==> src/common/ifu_pkg.sv <==
package ifu_pkg;

  // instruction address and instruction word
  typedef logic [31:0] addr_t;
  typedef logic [31:0] inst_t;

  // first fetch after reset and after a flush
  localparam addr_t PC_RESET_ADDR = 32'h8000_0000;

  // fetch FSM states
  typedef enum logic [1:0] {
    RESET_S = 2'd0,  // first cycle out of reset, no request
    RUN_S   = 2'd1,  // normal fetching
    HOLD_S  = 2'd2,  // no credit or stalled
    KILL_S  = 2'd3   // redirect in progress
  } fetch_state_e;

endpackage

==> src/btb/btb.sv <==
`timescale 1ns/1ps

module btb #(
  parameter int BTB_ENTRIES = 16
) (
  input  logic            clk,
  input  logic            arst_n_i,
  input  ifu_pkg::addr_t  lookup_pc_i,
  output logic            pred_valid_o,
  output ifu_pkg::addr_t  pred_pc_o,
  input  logic            upd_valid_i,
  input  ifu_pkg::addr_t  upd_src_pc_i,
  input  ifu_pkg::addr_t  upd_target_i
);

  import ifu_pkg::*;

  localparam int IDX_W = $clog2(BTB_ENTRIES);
  localparam int TAG_W = 32 - IDX_W - 2;

  typedef logic [IDX_W-1:0] idx_t;
  typedef logic [TAG_W-1:0] tag_t;

  logic [BTB_ENTRIES-1:0] valid_q;
  tag_t                   tag_q [BTB_ENTRIES];
  addr_t                  target_q [BTB_ENTRIES];

  idx_t lk_idx;
  tag_t lk_tag;
  idx_t up_idx;
  tag_t up_tag;

  // word aligned, so bits [1:0] carry nothing
  assign lk_idx = lookup_pc_i[IDX_W+1:2];
  assign lk_tag = lookup_pc_i[31:IDX_W+2];
  assign up_idx = upd_src_pc_i[IDX_W+1:2];
  assign up_tag = upd_src_pc_i[31:IDX_W+2];

  // combinational lookup
  assign pred_valid_o = valid_q[lk_idx] && (tag_q[lk_idx] == lk_tag);
  assign pred_pc_o    = target_q[lk_idx];

  always_ff @(posedge clk or negedge arst_n_i) begin
    if (!arst_n_i) begin
      valid_q <= '0;
    end else if (upd_valid_i) begin
      valid_q[up_idx] <= 1'b1;
    end
  end

  // tag and target array
  always_ff @(posedge clk) begin
    if (upd_valid_i) begin
      tag_q[up_idx]    <= up_tag;
      target_q[up_idx] <= upd_target_i;  // last resolution wins
    end
  end

endmodule

==> src/hdl/fetch_credit.sv <==
`timescale 1ns/1ps

module fetch_credit #(
  parameter int IQ_DEPTH = 4
) (
  input  logic clk,
  input  logic arst_n_i,
  input  logic req_i,       // request issued this cycle
  input  logic enq_i,       // response written to the queue
  input  logic drop_i,      // response thrown away
  input  logic deq_i,       // real pop, never on empty
  input  logic redirect_i,
  output logic credit_ok_o
);

  localparam int CW = $clog2(IQ_DEPTH + 1);

  logic [CW-1:0] inflight_q;  // requests waiting for their response
  logic [CW-1:0] occ_q;       // slots holding an instruction
  logic [CW:0]   used;

  assign used = {1'b0, inflight_q} + {1'b0, occ_q};

  // queue is emptied on redirect, so there is always room then
  assign credit_ok_o = redirect_i | (used < (CW + 1)'(IQ_DEPTH));

  always_ff @(posedge clk or negedge arst_n_i) begin
    if (!arst_n_i) begin
      inflight_q <= '0;
      occ_q      <= '0;
    end else if (redirect_i) begin
      inflight_q <= CW'(req_i);  // only the target fetch remains
      occ_q      <= '0;
    end else begin
      inflight_q <= inflight_q + CW'(req_i) - CW'(enq_i | drop_i);
      occ_q      <= occ_q + CW'(enq_i) - CW'(deq_i);
    end
  end

endmodule

==> src/hdl/fetch_fsm.sv <==
`timescale 1ns/1ps

module fetch_fsm (
  input  logic clk,
  input  logic arst_n_i,
  input  logic credit_ok_i,
  input  logic stall_i,
  input  logic redirect_i,
  input  logic resp_valid_i,
  output logic req_en_o,
  output logic drop_resp_o
);

  import ifu_pkg::*;

  fetch_state_e state_q, state_d;
  logic         req_q;  // a request went out last cycle

  always_comb begin
    state_d = state_q;
    case (state_q)
      RESET_S: state_d = RUN_S;
      RUN_S: begin
        if (redirect_i) begin
          state_d = KILL_S;
        end else if (!credit_ok_i || stall_i) begin
          state_d = HOLD_S;
        end
      end
      HOLD_S: begin
        if (redirect_i) begin
          state_d = KILL_S;
        end else if (credit_ok_i && !stall_i) begin
          state_d = RUN_S;
        end
      end
      KILL_S: begin
        if (redirect_i) begin
          state_d = KILL_S;  // back to back redirect
        end else if (credit_ok_i && !stall_i) begin
          state_d = RUN_S;
        end else begin
          state_d = HOLD_S;
        end
      end
      default: state_d = RESET_S;
    endcase
  end

  // a redirect requests in its own cycle whenever credit allows
  always_comb begin
    if (state_q == RESET_S) begin
      req_en_o = 1'b0;
    end else if (redirect_i) begin
      req_en_o = credit_ok_i;
    end else begin
      req_en_o = (state_q == RUN_S) & credit_ok_i & ~stall_i;
    end
  end

  // response of the redirect cycle is stale; in KILL_S only the target fetch survives
  assign drop_resp_o = resp_valid_i &
                       (redirect_i | ((state_q == KILL_S) & ~req_q));

  always_ff @(posedge clk or negedge arst_n_i) begin
    if (!arst_n_i) begin
      state_q <= RESET_S;
      req_q   <= 1'b0;
    end else begin
      state_q <= state_d;
      req_q   <= req_en_o;
    end
  end

endmodule

==> src/hdl/ifu_top.sv <==
`timescale 1ns/1ps

module ifu_top #(
  parameter int IQ_DEPTH    = 4,
  parameter int BTB_ENTRIES = 16
) (
  input  logic            clk,
  input  logic            arst_n_i,
  // instruction memory
  output logic            read_req_o,
  output ifu_pkg::addr_t  pc_next_o,
  input  ifu_pkg::inst_t  inst_i,
  input  logic            inst_valid_i,
  // decode
  output logic            iq_valid_o,
  output ifu_pkg::inst_t  iq_inst_o,
  output ifu_pkg::addr_t  iq_pc_o,
  input  logic            deq_i,
  // control
  input  logic            stall_i,
  input  logic            flush_i,
  input  logic            trap_valid_i,
  input  ifu_pkg::addr_t  trap_pc_i,
  input  logic            br_valid_i,
  input  ifu_pkg::addr_t  br_target_i,
  input  ifu_pkg::addr_t  br_src_pc_i
);

  import ifu_pkg::*;

  addr_t pc_cur;
  addr_t bpu_pc;
  addr_t req_pc_q;   // address of the response arriving now
  logic  bpu_valid;
  logic  req_en;
  logic  credit_ok;
  logic  drop_resp;
  logic  redirect;
  logic  enq;
  logic  drop;
  logic  pop;

  assign redirect = flush_i | trap_valid_i | br_valid_i;
  assign enq      = inst_valid_i & ~drop_resp;
  assign drop     = inst_valid_i & drop_resp;
  assign pop      = deq_i & iq_valid_o;

  always_ff @(posedge clk) begin
    if (read_req_o) req_pc_q <= pc_next_o;
  end

  pc_reg u_pc_reg (
    .clk          (clk),
    .arst_n_i     (arst_n_i),
    .req_en_i     (req_en),
    .stall_i      (stall_i),
    .flush_i      (flush_i),
    .trap_valid_i (trap_valid_i),
    .trap_pc_i    (trap_pc_i),
    .br_valid_i   (br_valid_i),
    .br_target_i  (br_target_i),
    .bpu_valid_i  (bpu_valid),
    .bpu_pc_i     (bpu_pc),
    .pc_next_o    (pc_next_o),
    .read_req_o   (read_req_o),
    .pc_o         (pc_cur)
  );

  fetch_fsm u_fetch_fsm (
    .clk          (clk),
    .arst_n_i     (arst_n_i),
    .credit_ok_i  (credit_ok),
    .stall_i      (stall_i),
    .redirect_i   (redirect),
    .resp_valid_i (inst_valid_i),
    .req_en_o     (req_en),
    .drop_resp_o  (drop_resp)
  );

  fetch_credit #(.IQ_DEPTH(IQ_DEPTH)) u_fetch_credit (
    .clk         (clk),
    .arst_n_i    (arst_n_i),
    .req_i       (read_req_o),
    .enq_i       (enq),
    .drop_i      (drop),
    .deq_i       (pop),
    .redirect_i  (redirect),
    .credit_ok_o (credit_ok)
  );

  btb #(.BTB_ENTRIES(BTB_ENTRIES)) u_btb (
    .clk          (clk),
    .arst_n_i     (arst_n_i),
    .lookup_pc_i  (pc_cur),
    .pred_valid_o (bpu_valid),
    .pred_pc_o    (bpu_pc),
    .upd_valid_i  (br_valid_i),  // trained by taken branches
    .upd_src_pc_i (br_src_pc_i),
    .upd_target_i (br_target_i)
  );

  inst_queue #(.IQ_DEPTH(IQ_DEPTH)) u_inst_queue (
    .clk        (clk),
    .arst_n_i   (arst_n_i),
    .enq_i      (enq),
    .enq_inst_i (inst_i),
    .enq_pc_i   (req_pc_q),
    .deq_i      (deq_i),
    .flush_i    (redirect),
    .valid_o    (iq_valid_o),
    .inst_o     (iq_inst_o),
    .pc_o       (iq_pc_o),
    .full_o     ()
  );

endmodule

==> src/hdl/pc_reg.sv <==
`timescale 1ns/1ps

module pc_reg (
  input  logic            clk,
  input  logic            arst_n_i,
  input  logic            req_en_i,      // from fetch FSM
  input  logic            stall_i,
  input  logic            flush_i,
  input  logic            trap_valid_i,
  input  ifu_pkg::addr_t  trap_pc_i,
  input  logic            br_valid_i,
  input  ifu_pkg::addr_t  br_target_i,
  input  logic            bpu_valid_i,
  input  ifu_pkg::addr_t  bpu_pc_i,
  output ifu_pkg::addr_t  pc_next_o,     // fetch address of this cycle
  output logic            read_req_o,
  output ifu_pkg::addr_t  pc_o           // last fetched address
);

  import ifu_pkg::*;

  // one word below the reset address, so the first PC+4 lands on it
  localparam addr_t PC_INIT = PC_RESET_ADDR - 32'd4;

  addr_t pc_q;
  addr_t pc_sel;
  logic  redirect;
  logic  pc_upd;

  assign redirect = flush_i | trap_valid_i | br_valid_i;

  // flush > trap > branch > predictor > sequential
  always_comb begin
    if (flush_i) begin
      pc_sel = PC_RESET_ADDR;
    end else if (trap_valid_i) begin
      pc_sel = trap_pc_i;
    end else if (br_valid_i) begin
      pc_sel = br_target_i;
    end else if (bpu_valid_i) begin
      pc_sel = bpu_pc_i;
    end else begin
      pc_sel = pc_q + 32'd4;
    end
  end

  // a redirect goes out even under stall, otherwise the target is lost
  assign pc_upd = req_en_i & (~stall_i | redirect);

  always_ff @(posedge clk or negedge arst_n_i) begin
    if (!arst_n_i) begin
      pc_q <= PC_INIT;
    end else if (pc_upd) begin
      pc_q <= pc_sel;
    end
  end

  // held: show the current PC
  assign pc_next_o  = pc_upd ? pc_sel : pc_q;
  assign read_req_o = pc_upd;
  assign pc_o       = pc_q;

endmodule

==> src/iq/inst_queue.sv <==
`timescale 1ns/1ps

module inst_queue #(
  parameter int IQ_DEPTH = 4
) (
  input  logic            clk,
  input  logic            arst_n_i,
  input  logic            enq_i,
  input  ifu_pkg::inst_t  enq_inst_i,
  input  ifu_pkg::addr_t  enq_pc_i,
  input  logic            deq_i,
  input  logic            flush_i,
  output logic            valid_o,
  output ifu_pkg::inst_t  inst_o,
  output ifu_pkg::addr_t  pc_o,
  output logic            full_o
);

  localparam int PW = (IQ_DEPTH > 1) ? $clog2(IQ_DEPTH) : 1;
  localparam int CW = $clog2(IQ_DEPTH + 1);

  ifu_pkg::inst_t inst_mem [IQ_DEPTH];
  ifu_pkg::addr_t pc_mem   [IQ_DEPTH];

  logic [PW-1:0] wr_ptr_q;
  logic [PW-1:0] rd_ptr_q;
  logic [CW-1:0] count_q;
  logic          do_enq;
  logic          do_deq;

  assign valid_o = (count_q != '0);
  assign full_o  = (count_q == CW'(IQ_DEPTH));

  assign do_enq = enq_i & ~full_o & ~flush_i;
  assign do_deq = deq_i & valid_o & ~flush_i;  // pop on empty ignored

  // depth need not be a power of two
  function automatic logic [PW-1:0] ptr_inc(input logic [PW-1:0] p);
    if (p == PW'(IQ_DEPTH - 1)) begin
      return '0;
    end
    return p + 1'b1;
  endfunction

  always_ff @(posedge clk or negedge arst_n_i) begin
    if (!arst_n_i) begin
      wr_ptr_q <= '0;
      rd_ptr_q <= '0;
      count_q  <= '0;
    end else if (flush_i) begin
      wr_ptr_q <= '0;
      rd_ptr_q <= '0;
      count_q  <= '0;
    end else begin
      if (do_enq) wr_ptr_q <= ptr_inc(wr_ptr_q);
      if (do_deq) rd_ptr_q <= ptr_inc(rd_ptr_q);
      count_q <= count_q + CW'(do_enq) - CW'(do_deq);
    end
  end

  always_ff @(posedge clk) begin
    if (do_enq) begin
      inst_mem[wr_ptr_q] <= enq_inst_i;
      pc_mem[wr_ptr_q]   <= enq_pc_i;
    end
  end

  assign inst_o = inst_mem[rd_ptr_q];
  assign pc_o   = pc_mem[rd_ptr_q];

endmodule

==> config.mk <==
export PLATFORM = sky130hd
export DESIGN_NAME = ifu_top
export DESIGN_NICKNAME = d
export VERILOG_FILES = /design/src/common/ifu_pkg.sv /design/src/btb/btb.sv /design/src/hdl/fetch_credit.sv /design/src/hdl/fetch_fsm.sv /design/src/hdl/ifu_top.sv /design/src/hdl/pc_reg.sv /design/src/iq/inst_queue.sv
export SDC_FILE = /design/constraint.sdc
export NUM_CORES = 1
export LEC_CHECK = 0
export ABC_AREA = 1
export BUFFER_PORTS_ARGS = -buffer_cell sky130_fd_sc_hd__clkbuf_2
export CAP_MARGIN = 5
export CELL_PAD_IN_SITES_DETAIL_PLACEMENT = 1
export CELL_PAD_IN_SITES_GLOBAL_PLACEMENT = 2
export CORE_UTILIZATION = 41
export CTS_BUF_LIST = sky130_fd_sc_hd__clkbuf_4
export DETAILED_ROUTE_END_ITERATION = 8
export PLACE_DENSITY = 0.75
export SYNTH_ARGS = -nofsm -noshare
export SYNTH_HDL_FRONTEND = slang
export SYNTH_SLANG_ARGS = --single-unit
==> constraint.sdc <==
create_clock -name clk -period 11.2 [get_ports clk]
set_clock_uncertainty 0.1 [all_clocks]
set_input_delay 1.12 -clock clk [delete_from_list [all_inputs] [get_ports clk]]
set_output_delay 1.12 -clock clk [all_outputs]
set_load 0.02 [all_outputs]
=== After elaboration in Yosys (flattened, before gate mapping) ===
Memory sizes are Yosys's and may differ from the RTL's.
Index checks and enable logic that the tools add are counted.

* Flip-flop bits (word level): 96
* RAM bits: 1,184
* Bits of input ports: 136
* Output and inout port bits: 98
* Memories kept: 4

{| class="wikitable"
|+ Memory list
! name !! depth !! width !! read ports !! clocked after memory_dff !! wr ports !! line !! text
|-
| u_btb.target_q || 16 || 32 || 1 || 0 || 1 || btb.sv:26 || <nowiki>addr_t target_q [BTB_ENTRIES];</nowiki>
|-
| u_btb.tag_q || 16 || 26 || 1 || 0 || 1 || btb.sv:25 || <nowiki>tag_t tag_q [BTB_ENTRIES];</nowiki>
|-
| u_inst_queue.inst_mem || 4 || 32 || 1 || 0 || 1 || inst_queue.sv:22 || <nowiki>ifu_pkg::inst_t inst_mem [IQ_DEPTH];</nowiki>
|-
| u_inst_queue.pc_mem || 4 || 32 || 1 || 0 || 1 || inst_queue.sv:23 || <nowiki>ifu_pkg::addr_t pc_mem [IQ_DEPTH];</nowiki>
|}

* Add/subtract/negate cells: 10
* Magnitude comparators: 4
* Eq/ne operators: 9
* Multiplexer cells: 39
* Bitwise operators: 23
* Reduce and logical (&&, ||, !) cells: 11

{| class="wikitable"
|+ Operators by type and width
! operator !! count
|-
| 32-bit two-way mux || 5
|-
| 32-bit by 3-bit adder with 32-bit output (second input constant) || 1
|-
| 2-bit two-way mux || 14
|-
| 26-bit == test || 1
|-
| 16-bit bitwise OR || 1
|-
| 1-bit two-way mux || 14
|-
| 1-bit bitwise AND || 11
|-
| 4-bit by 5-bit less-than comparator with 1-bit output (second input constant) || 2
|-
| 3-bit by 1-bit adder with 3-bit output || 3
|-
| 3-bit two-way mux || 3
|-
| 2-bit == test (second input constant) || 4
|-
| 2-bit one-hot mux with 4 select lines || 1
|-
| 3-bit by 1-bit inequality test with 1-bit output (second input constant) || 2
|-
| 1-bit bitwise OR || 6
|-
| 3-bit by 1-bit subtractor with 3-bit output || 2
|-
| 1-bit inverter || 5
|-
| 2-bit by 1-bit adder with 2-bit output (second input constant) || 2
|-
| 3-bit by 3-bit adder with 4-bit output || 1
|-
| 1-bit binary-select mux with 4-bit select || 1
|-
| 1-bit demux with 4-bit select || 1
|-
| 4-bit by 1-bit greater-or-equal comparator with 1-bit output (second input constant) || 1
|-
| 4-bit by 3-bit less-than comparator with 1-bit output (second input constant) || 1
|-
| 2-bit nonzero test || 2
|-
| 3-bit == test (second input constant) || 1
|-
| other kinds (8) || 11
|}

=== Depth between registers and ports, before layout ===
* Depth after elaboration: 13
* Depth in mapped cells: 25
* Mapped depth without buffers: 22

=== By module ===
A second synthesis with hierarchy kept.

* Cell total of the unflattened synthesis: 4,539
* Area total of the unflattened synthesis: 53,317.4 um2

{| class="wikitable"
|+ By module, submodules not included
! module !! instances !! cells each !! area each (um2) !! seq. area each (um2)
|-
| btb || 1 || 3,106 || 38,321.8 || 28,267.1
|-
| inst_queue || 1 || 808 || 10,473.8 || 7,862.5
|-
| pc_reg || 1 || 516 || 2,959.1 || 837.1
|-
| ifu_top || 1 || 41 || 997.2 || 960.9
|-
| fetch_credit || 1 || 49 || 421.7 || 150.1
|-
| fetch_fsm || 1 || 19 || 143.9 || 75.1
|}

=== Worst setup path after synthesis ===
OpenSTA, ideal clock, no wires.

* Kind: input port to flip-flop
* From: input port br_valid_i
* To: memory u_inst_queue.inst_mem[0][0] (netlist name) (enable)
* Arrival: 4.807 ns
* Required time: 10.614 ns
* Slack: 5.806 ns
* Stages on the path: 7
* Buffers on the path: 2
* Cell sequence: buf_2 nor3_2 inv_1 buf_2 nor2_1 nand2_1 nor2_1

* Word-level cells in the longest chain between the ends: 9
* Elaborated cells on any way between the ends: 10
* Those cells by class: 2 x mux; 8 x bitwise

{| class="wikitable"
|+ RTL lines
! what !! line !! text
|-
| start, declared || ifu_top.sv:24 || <nowiki>input logic br_valid_i,</nowiki>
|-
| 1-bit bitwise OR * || ifu_top.sv:43 || <nowiki>assign redirect = flush_i | trap_valid_i | br_valid_i;</nowiki>
|-
| 1-bit bitwise OR || fetch_fsm.sv:63 || <nowiki>(redirect_i | ((state_q == KILL_S) & ~req_q));</nowiki>
|-
| 1-bit bitwise AND || fetch_fsm.sv:62 || <nowiki>assign drop_resp_o = resp_valid_i &</nowiki>
|-
| 1-bit inverter || ifu_top.sv:44 || <nowiki>assign enq = inst_valid_i & ~drop_resp;</nowiki>
|-
| 1-bit bitwise AND || ifu_top.sv:44 ||
|-
| 1-bit bitwise AND || inst_queue.sv:34 || <nowiki>assign do_enq = enq_i & ~full_o & ~flush_i;</nowiki>
|-
| 1-bit bitwise AND * || inst_queue.sv:34 ||
|-
| 1-bit two-way mux * || inst_queue.sv:62 || <nowiki>if (do_enq) begin</nowiki>
|-
| 1-bit two-way mux (implied by the code) * || inst_queue.sv:63 || <nowiki>inst_mem[wr_ptr_q] <= enq_inst_i;</nowiki>
|-
| end, declared || inst_queue.sv:22 ||
|}

Every way passes the cells marked *; elsewhere a longest branch is shown, timed or not.

=== Final worst setup path ===
* From: register u_pc_reg.pc_q[2] (netlist: u_pc_reg.pc_o[2])
* To: output port pc_next_o[8]

* Word-level cells in the longest chain between the ends: 8
* Elaborated cells on any way between the ends: 12
* Those cells by class: 1 x add/sub; 1 x eq/ne; 7 x mux; 1 x reduce/logical; 2 x memory

{| class="wikitable"
|+ RTL lines
! what !! line !! text
|-
| start, declared || pc_reg.sv:25 || <nowiki>addr_t pc_q;</nowiki>
|-
| start signal, assigned || pc_reg.sv:54 || <nowiki>pc_q <= pc_sel;</nowiki>
|-
| memory read 16 x 26 bit / 1-bit binary-select mux with 4-bit select (equally long branches) || n/a ||
|-
| 26-bit == test / 1-bit two-way mux (equally long branches) || btb.sv:40 || <nowiki>assign pred_valid_o = valid_q[lk_idx] && (tag_q[lk_idx] == lk_tag);</nowiki>
|-
| 1-bit logical AND || btb.sv:40 ||
|-
| 32-bit two-way mux * || pc_reg.sv:40 || <nowiki>end else if (bpu_valid_i) begin</nowiki>
|-
| 32-bit two-way mux * || pc_reg.sv:38 || <nowiki>end else if (br_valid_i) begin</nowiki>
|-
| 32-bit two-way mux * || pc_reg.sv:36 || <nowiki>end else if (trap_valid_i) begin</nowiki>
|-
| 32-bit two-way mux * || pc_reg.sv:34 || <nowiki>if (flush_i) begin</nowiki>
|-
| 32-bit two-way mux * || pc_reg.sv:59 || <nowiki>assign pc_next_o = pc_upd ? pc_sel : pc_q;</nowiki>
|-
| end, declared || ifu_top.sv:11 || <nowiki>output ifu_pkg::addr_t pc_next_o,</nowiki>
|}

Every way passes the cells marked *; elsewhere a longest branch is shown, timed or not. The select of a mux whose other input is x is not followed.

==> results.json <==
{
  "die_h_um": 363,
  "ant_nets": 0,
  "synthTopCellsByArea": "edfxtp_1 68%, nand2_1 9.4%, a21oi_1 2.7%",
  "setup_viol": 0,
  "fmax_mhz": 127,
  "leakagePower_nw": 23.4,
  "crit_path_top_delay_cell": "buf_4",
  "synth-edff-count": 1216,
  "synthesis.area_um2": 53300,
  "port_buffers": 231,
  "hold_buffers": 40,
  "drc": 0,
  "peakVddDrop_mv": 0.103,
  "synth_common_cells": "1,334 x nand2_1, 1,216 x edfxtp_1, 346 x inv_1",
  "cts_resized": 0,
  "yosys.cell_count.top_type": "nand2_1",
  "path_cells": "buf_4 -> buf_4 -> nor2_1 -> nor2_1 -> o21ai_1 -> nand3_1 -> nand3_1 -> nand2_1 -> nand2_1 -> nand2_1 -> nand2_1 -> nor2_1 -> nand2_1 -> nor2_2 -> nand2_2 -> nand2_1 -> nand3_1 -> nand2_1 -> nand2_1 -> nand2_1 -> clkbuf_2",
  "final_util_pct": 47.3,
  "die_x_um": 363,
  "hpwl_mm": 95.4,
  "cpPeakStageDelay_ns": 0.85,
  "ys_ff_latch": 1280,
  "endpoint_kind": "output port",
  "clkLatencyLatePin_ns": 1.34,
  "synth_top_cell_area_share_pct": 68.5,
  "crit_arrival_ns": 6.67,
  "grt_first_pass_wirelength_mm": 243,
  "final.period_utilization_pct": 70.4,
  "crit_path_frequent_cell": "nand2_1",
  "cts_setup_buffers": 0,
  "grt_max_degree": 146,
  "holdWs_ns": 0.150,
  "routabilityCongestion": 0.875,
  "grt_pass1_vias": 37800,
  "numCtsBuffers": 353,
  "fin_nets": 5213,
  "start_util_pct": 41.5,
  "ios": 234,
  "worst_setup_path_start_kind": "register",
  "drv_slew": 0,
  "synth_area_leader_cell": "edfxtp_1",
  "drt-vias-per-instance": 5.30,
  "h-tree-depth": 5,
  "final_cells": 7032,
  "ys_warn_count": 0,
  "area_delta_synth_final_pct": 13.8,
  "firstDrtPassIters": 5,
  "num_vias": 37300,
  "tns_ns": 0,
  "yosysSeqAreaShare_pct": 71.6,
  "antenna_found_initial": 16,
  "hp-class": "primary input to register",
  "syn_avg_cell_area_um2": 11.5,
  "routedWlPerCell_um": 23.7,
  "cts.path.max_buffers": 4,
  "worst_pin_slew_ns": 1.09,
  "num-fill-cells": 13900,
  "max_cap_viol_count": 0,
  "synth_nets": 4780,
  "synthCells": 4627,
  "cp_num_buf_inv": 3,
  "ys_async_sr_fraction_pct": 5.00,
  "std_cell_rows": 131,
  "path_class": "register to output port",
  "design_power_total_mw": 10.4,
  "crit_family": "simple AND/OR/NAND/NOR gates",
  "cts_root_buf": "clkbuf_4",
  "wl_mm": 166,
  "cts_tree": "built",
  "core_area_um2": 128000,
  "period_needed_ns": 7.89,
  "crit_fanout": 79,
  "crit_required_ns": 9.98,
  "hold_viol": 0,
  "maxSlewHeadroom_pct": 27.1,
  "ys_types": 44,
  "placed_cells": 6394,
  "die-area_um2": 131000,
  "synth_ff_type": "edfxtp_1",
  "drt_iter0_markers": 2695,
  "status": "finished clean",
  "cts_sinks": 1280,
  "power.density_nw_per_um2": 172,
  "cts.clk_slew.worst_paths_ns": 0.07,
  "drive_above_1_share_pct": 17.0,
  "track_usage_pct": 25.2,
  "overflow": 0,
  "rsz0062_at_grt": "no"
}
-- metal layers --
metal | vias up | GRT usage (%) | wire length, um
li1 | 17100 | - | -
met1 | 18700 | 33.0 | 72500
met2 | 1165 | 41.0 | 78700
met3 | 272 | 5.65 | 10400
met4 | 6 | 9.31 | 4850
met5 | - | 0 | 46
-- cells in the final DEF, fill, tap and decap left out, types with 4 or more instances in the layout --
master         instances
a21oi_1              290
a221oi_1               4
dfstp_2               26
dfrtp_1               33
clkbuf_4             498
o21ai_0              169
inv_2                 19
or2_2                 12
o311ai_0              19
inv_1                342
diode_2               10
clkinv_2               7
a22oi_1               60
ha_1                  14
o22ai_1               67
nor2_4                22
buf_4                 63
dlygate4sd3_1         40
nand4_1                9
nor4_1                 9
xnor2_1                5
edfxtp_1            1216
clkbuf_2             229
xor2_1                25
nor2_2                 4
o211ai_1              30
clkinv_1              78
nand3_1              264
nand2_1             1332
nor2_1               287
o21ai_1               31
a32o_1                31
a221o_1               10
nor3_1                15
-- flip-flops by register name (all words and copies together) (netlist names) --
| register | cells |
|---|---|
| u_btb.target_q | 512 |
| u_btb.tag_q | 416 |
| u_inst_queue.inst_mem | 128 |
| u_inst_queue.pc_mem | 128 |
| req_pc_q | 32 |
| u_pc_reg.pc_o | 32 |
| u_btb.valid_q | 16 |
| u_fetch_credit.inflight_q | 3 |
| u_fetch_credit.occ_q | 3 |
| u_inst_queue.count_q | 3 |
| u_fetch_fsm.state_q | 2 |
| u_inst_queue.rd_ptr_q | 2 |
| u_inst_queue.wr_ptr_q | 2 |
| u_fetch_fsm.req_q | 1 |
-- cell families after synthesis --
group / share of synthesized area [%]
compound gates: 7.86
flops: 71.6
simple gates: 14.8
buf+inv: 4.90
fa+ha+maj: 0.441
xor+xnor: 0.493
-- metrics by stage --
stage,setup WS [ns],area (um2)
2_1_floorplan,5.81,53300
3_3_place_gp,4.28,56100
3_5_place_dp,4.26,56100
4_1_cts,3.18,60600
5_1_grt,2.86,60700
6_report,3.31,60700
-- cell type report --
| class | count | area, um2 | share of cell area, % |
|---|---|---|---|
| Inverter | 363 | 1380 | 2.27 |
| Antenna cell | 10 | 25.0 | 0.0412 |
| Tap cell | 1729 | 2160 | 3.57 |
| Sequential cell | 1280 | 38200 | 62.9 |
| Timing Repair Buffer | 335 | 2060 | 3.40 |
| Clock buffer | 498 | 3740 | 6.16 |
| Multi-Input combinational cell | 2727 | 12700 | 21.0 |
| Clock inverter | 90 | 409 | 0.674 |
-- power by group --
group / total, mW / switching (mW) / internal [mW] / leakage (nW)
Combinational: 0.987 / 0.721 / 0.266 / 9.17
Sequential: 5.44 / 0.0721 / 5.37 / 11.7
Clock: 4.00 / 1.92 / 2.08 / 2.48
Total: 10.4 / 2.71 / 7.71 / 23.4
-- path summary, 6_finish.rpt --
path / start / end / slack (ns) / cells after the start
worst max-delay path: u_pc_reg.pc_o[2] / pc_next_o[8] / 3.31 / 21
worst min-delay path: flush_i / u_fetch_fsm.state_q[0] / 0.15 / 3
worst max register to register: u_pc_reg.pc_o[2] / req_pc_q[4] / 5.63 / 20
worst min register to register: u_btb.valid_q[8] / u_btb.valid_q[8] / 0.36 / 2
max in group asynchronous: arst_n_i / u_btb.valid_q[15] / 9.86 / 3
min in group asynchronous: arst_n_i / u_inst_queue.count_q[1] / 0.53 / 3
-- worst min-delay path, delay by kind of cell --
kind,cells,cell delay (ns)
and+or+nand+nor,2,0.21
buffers and inverters,1,0.12
(Power assumes the default switching activity.)
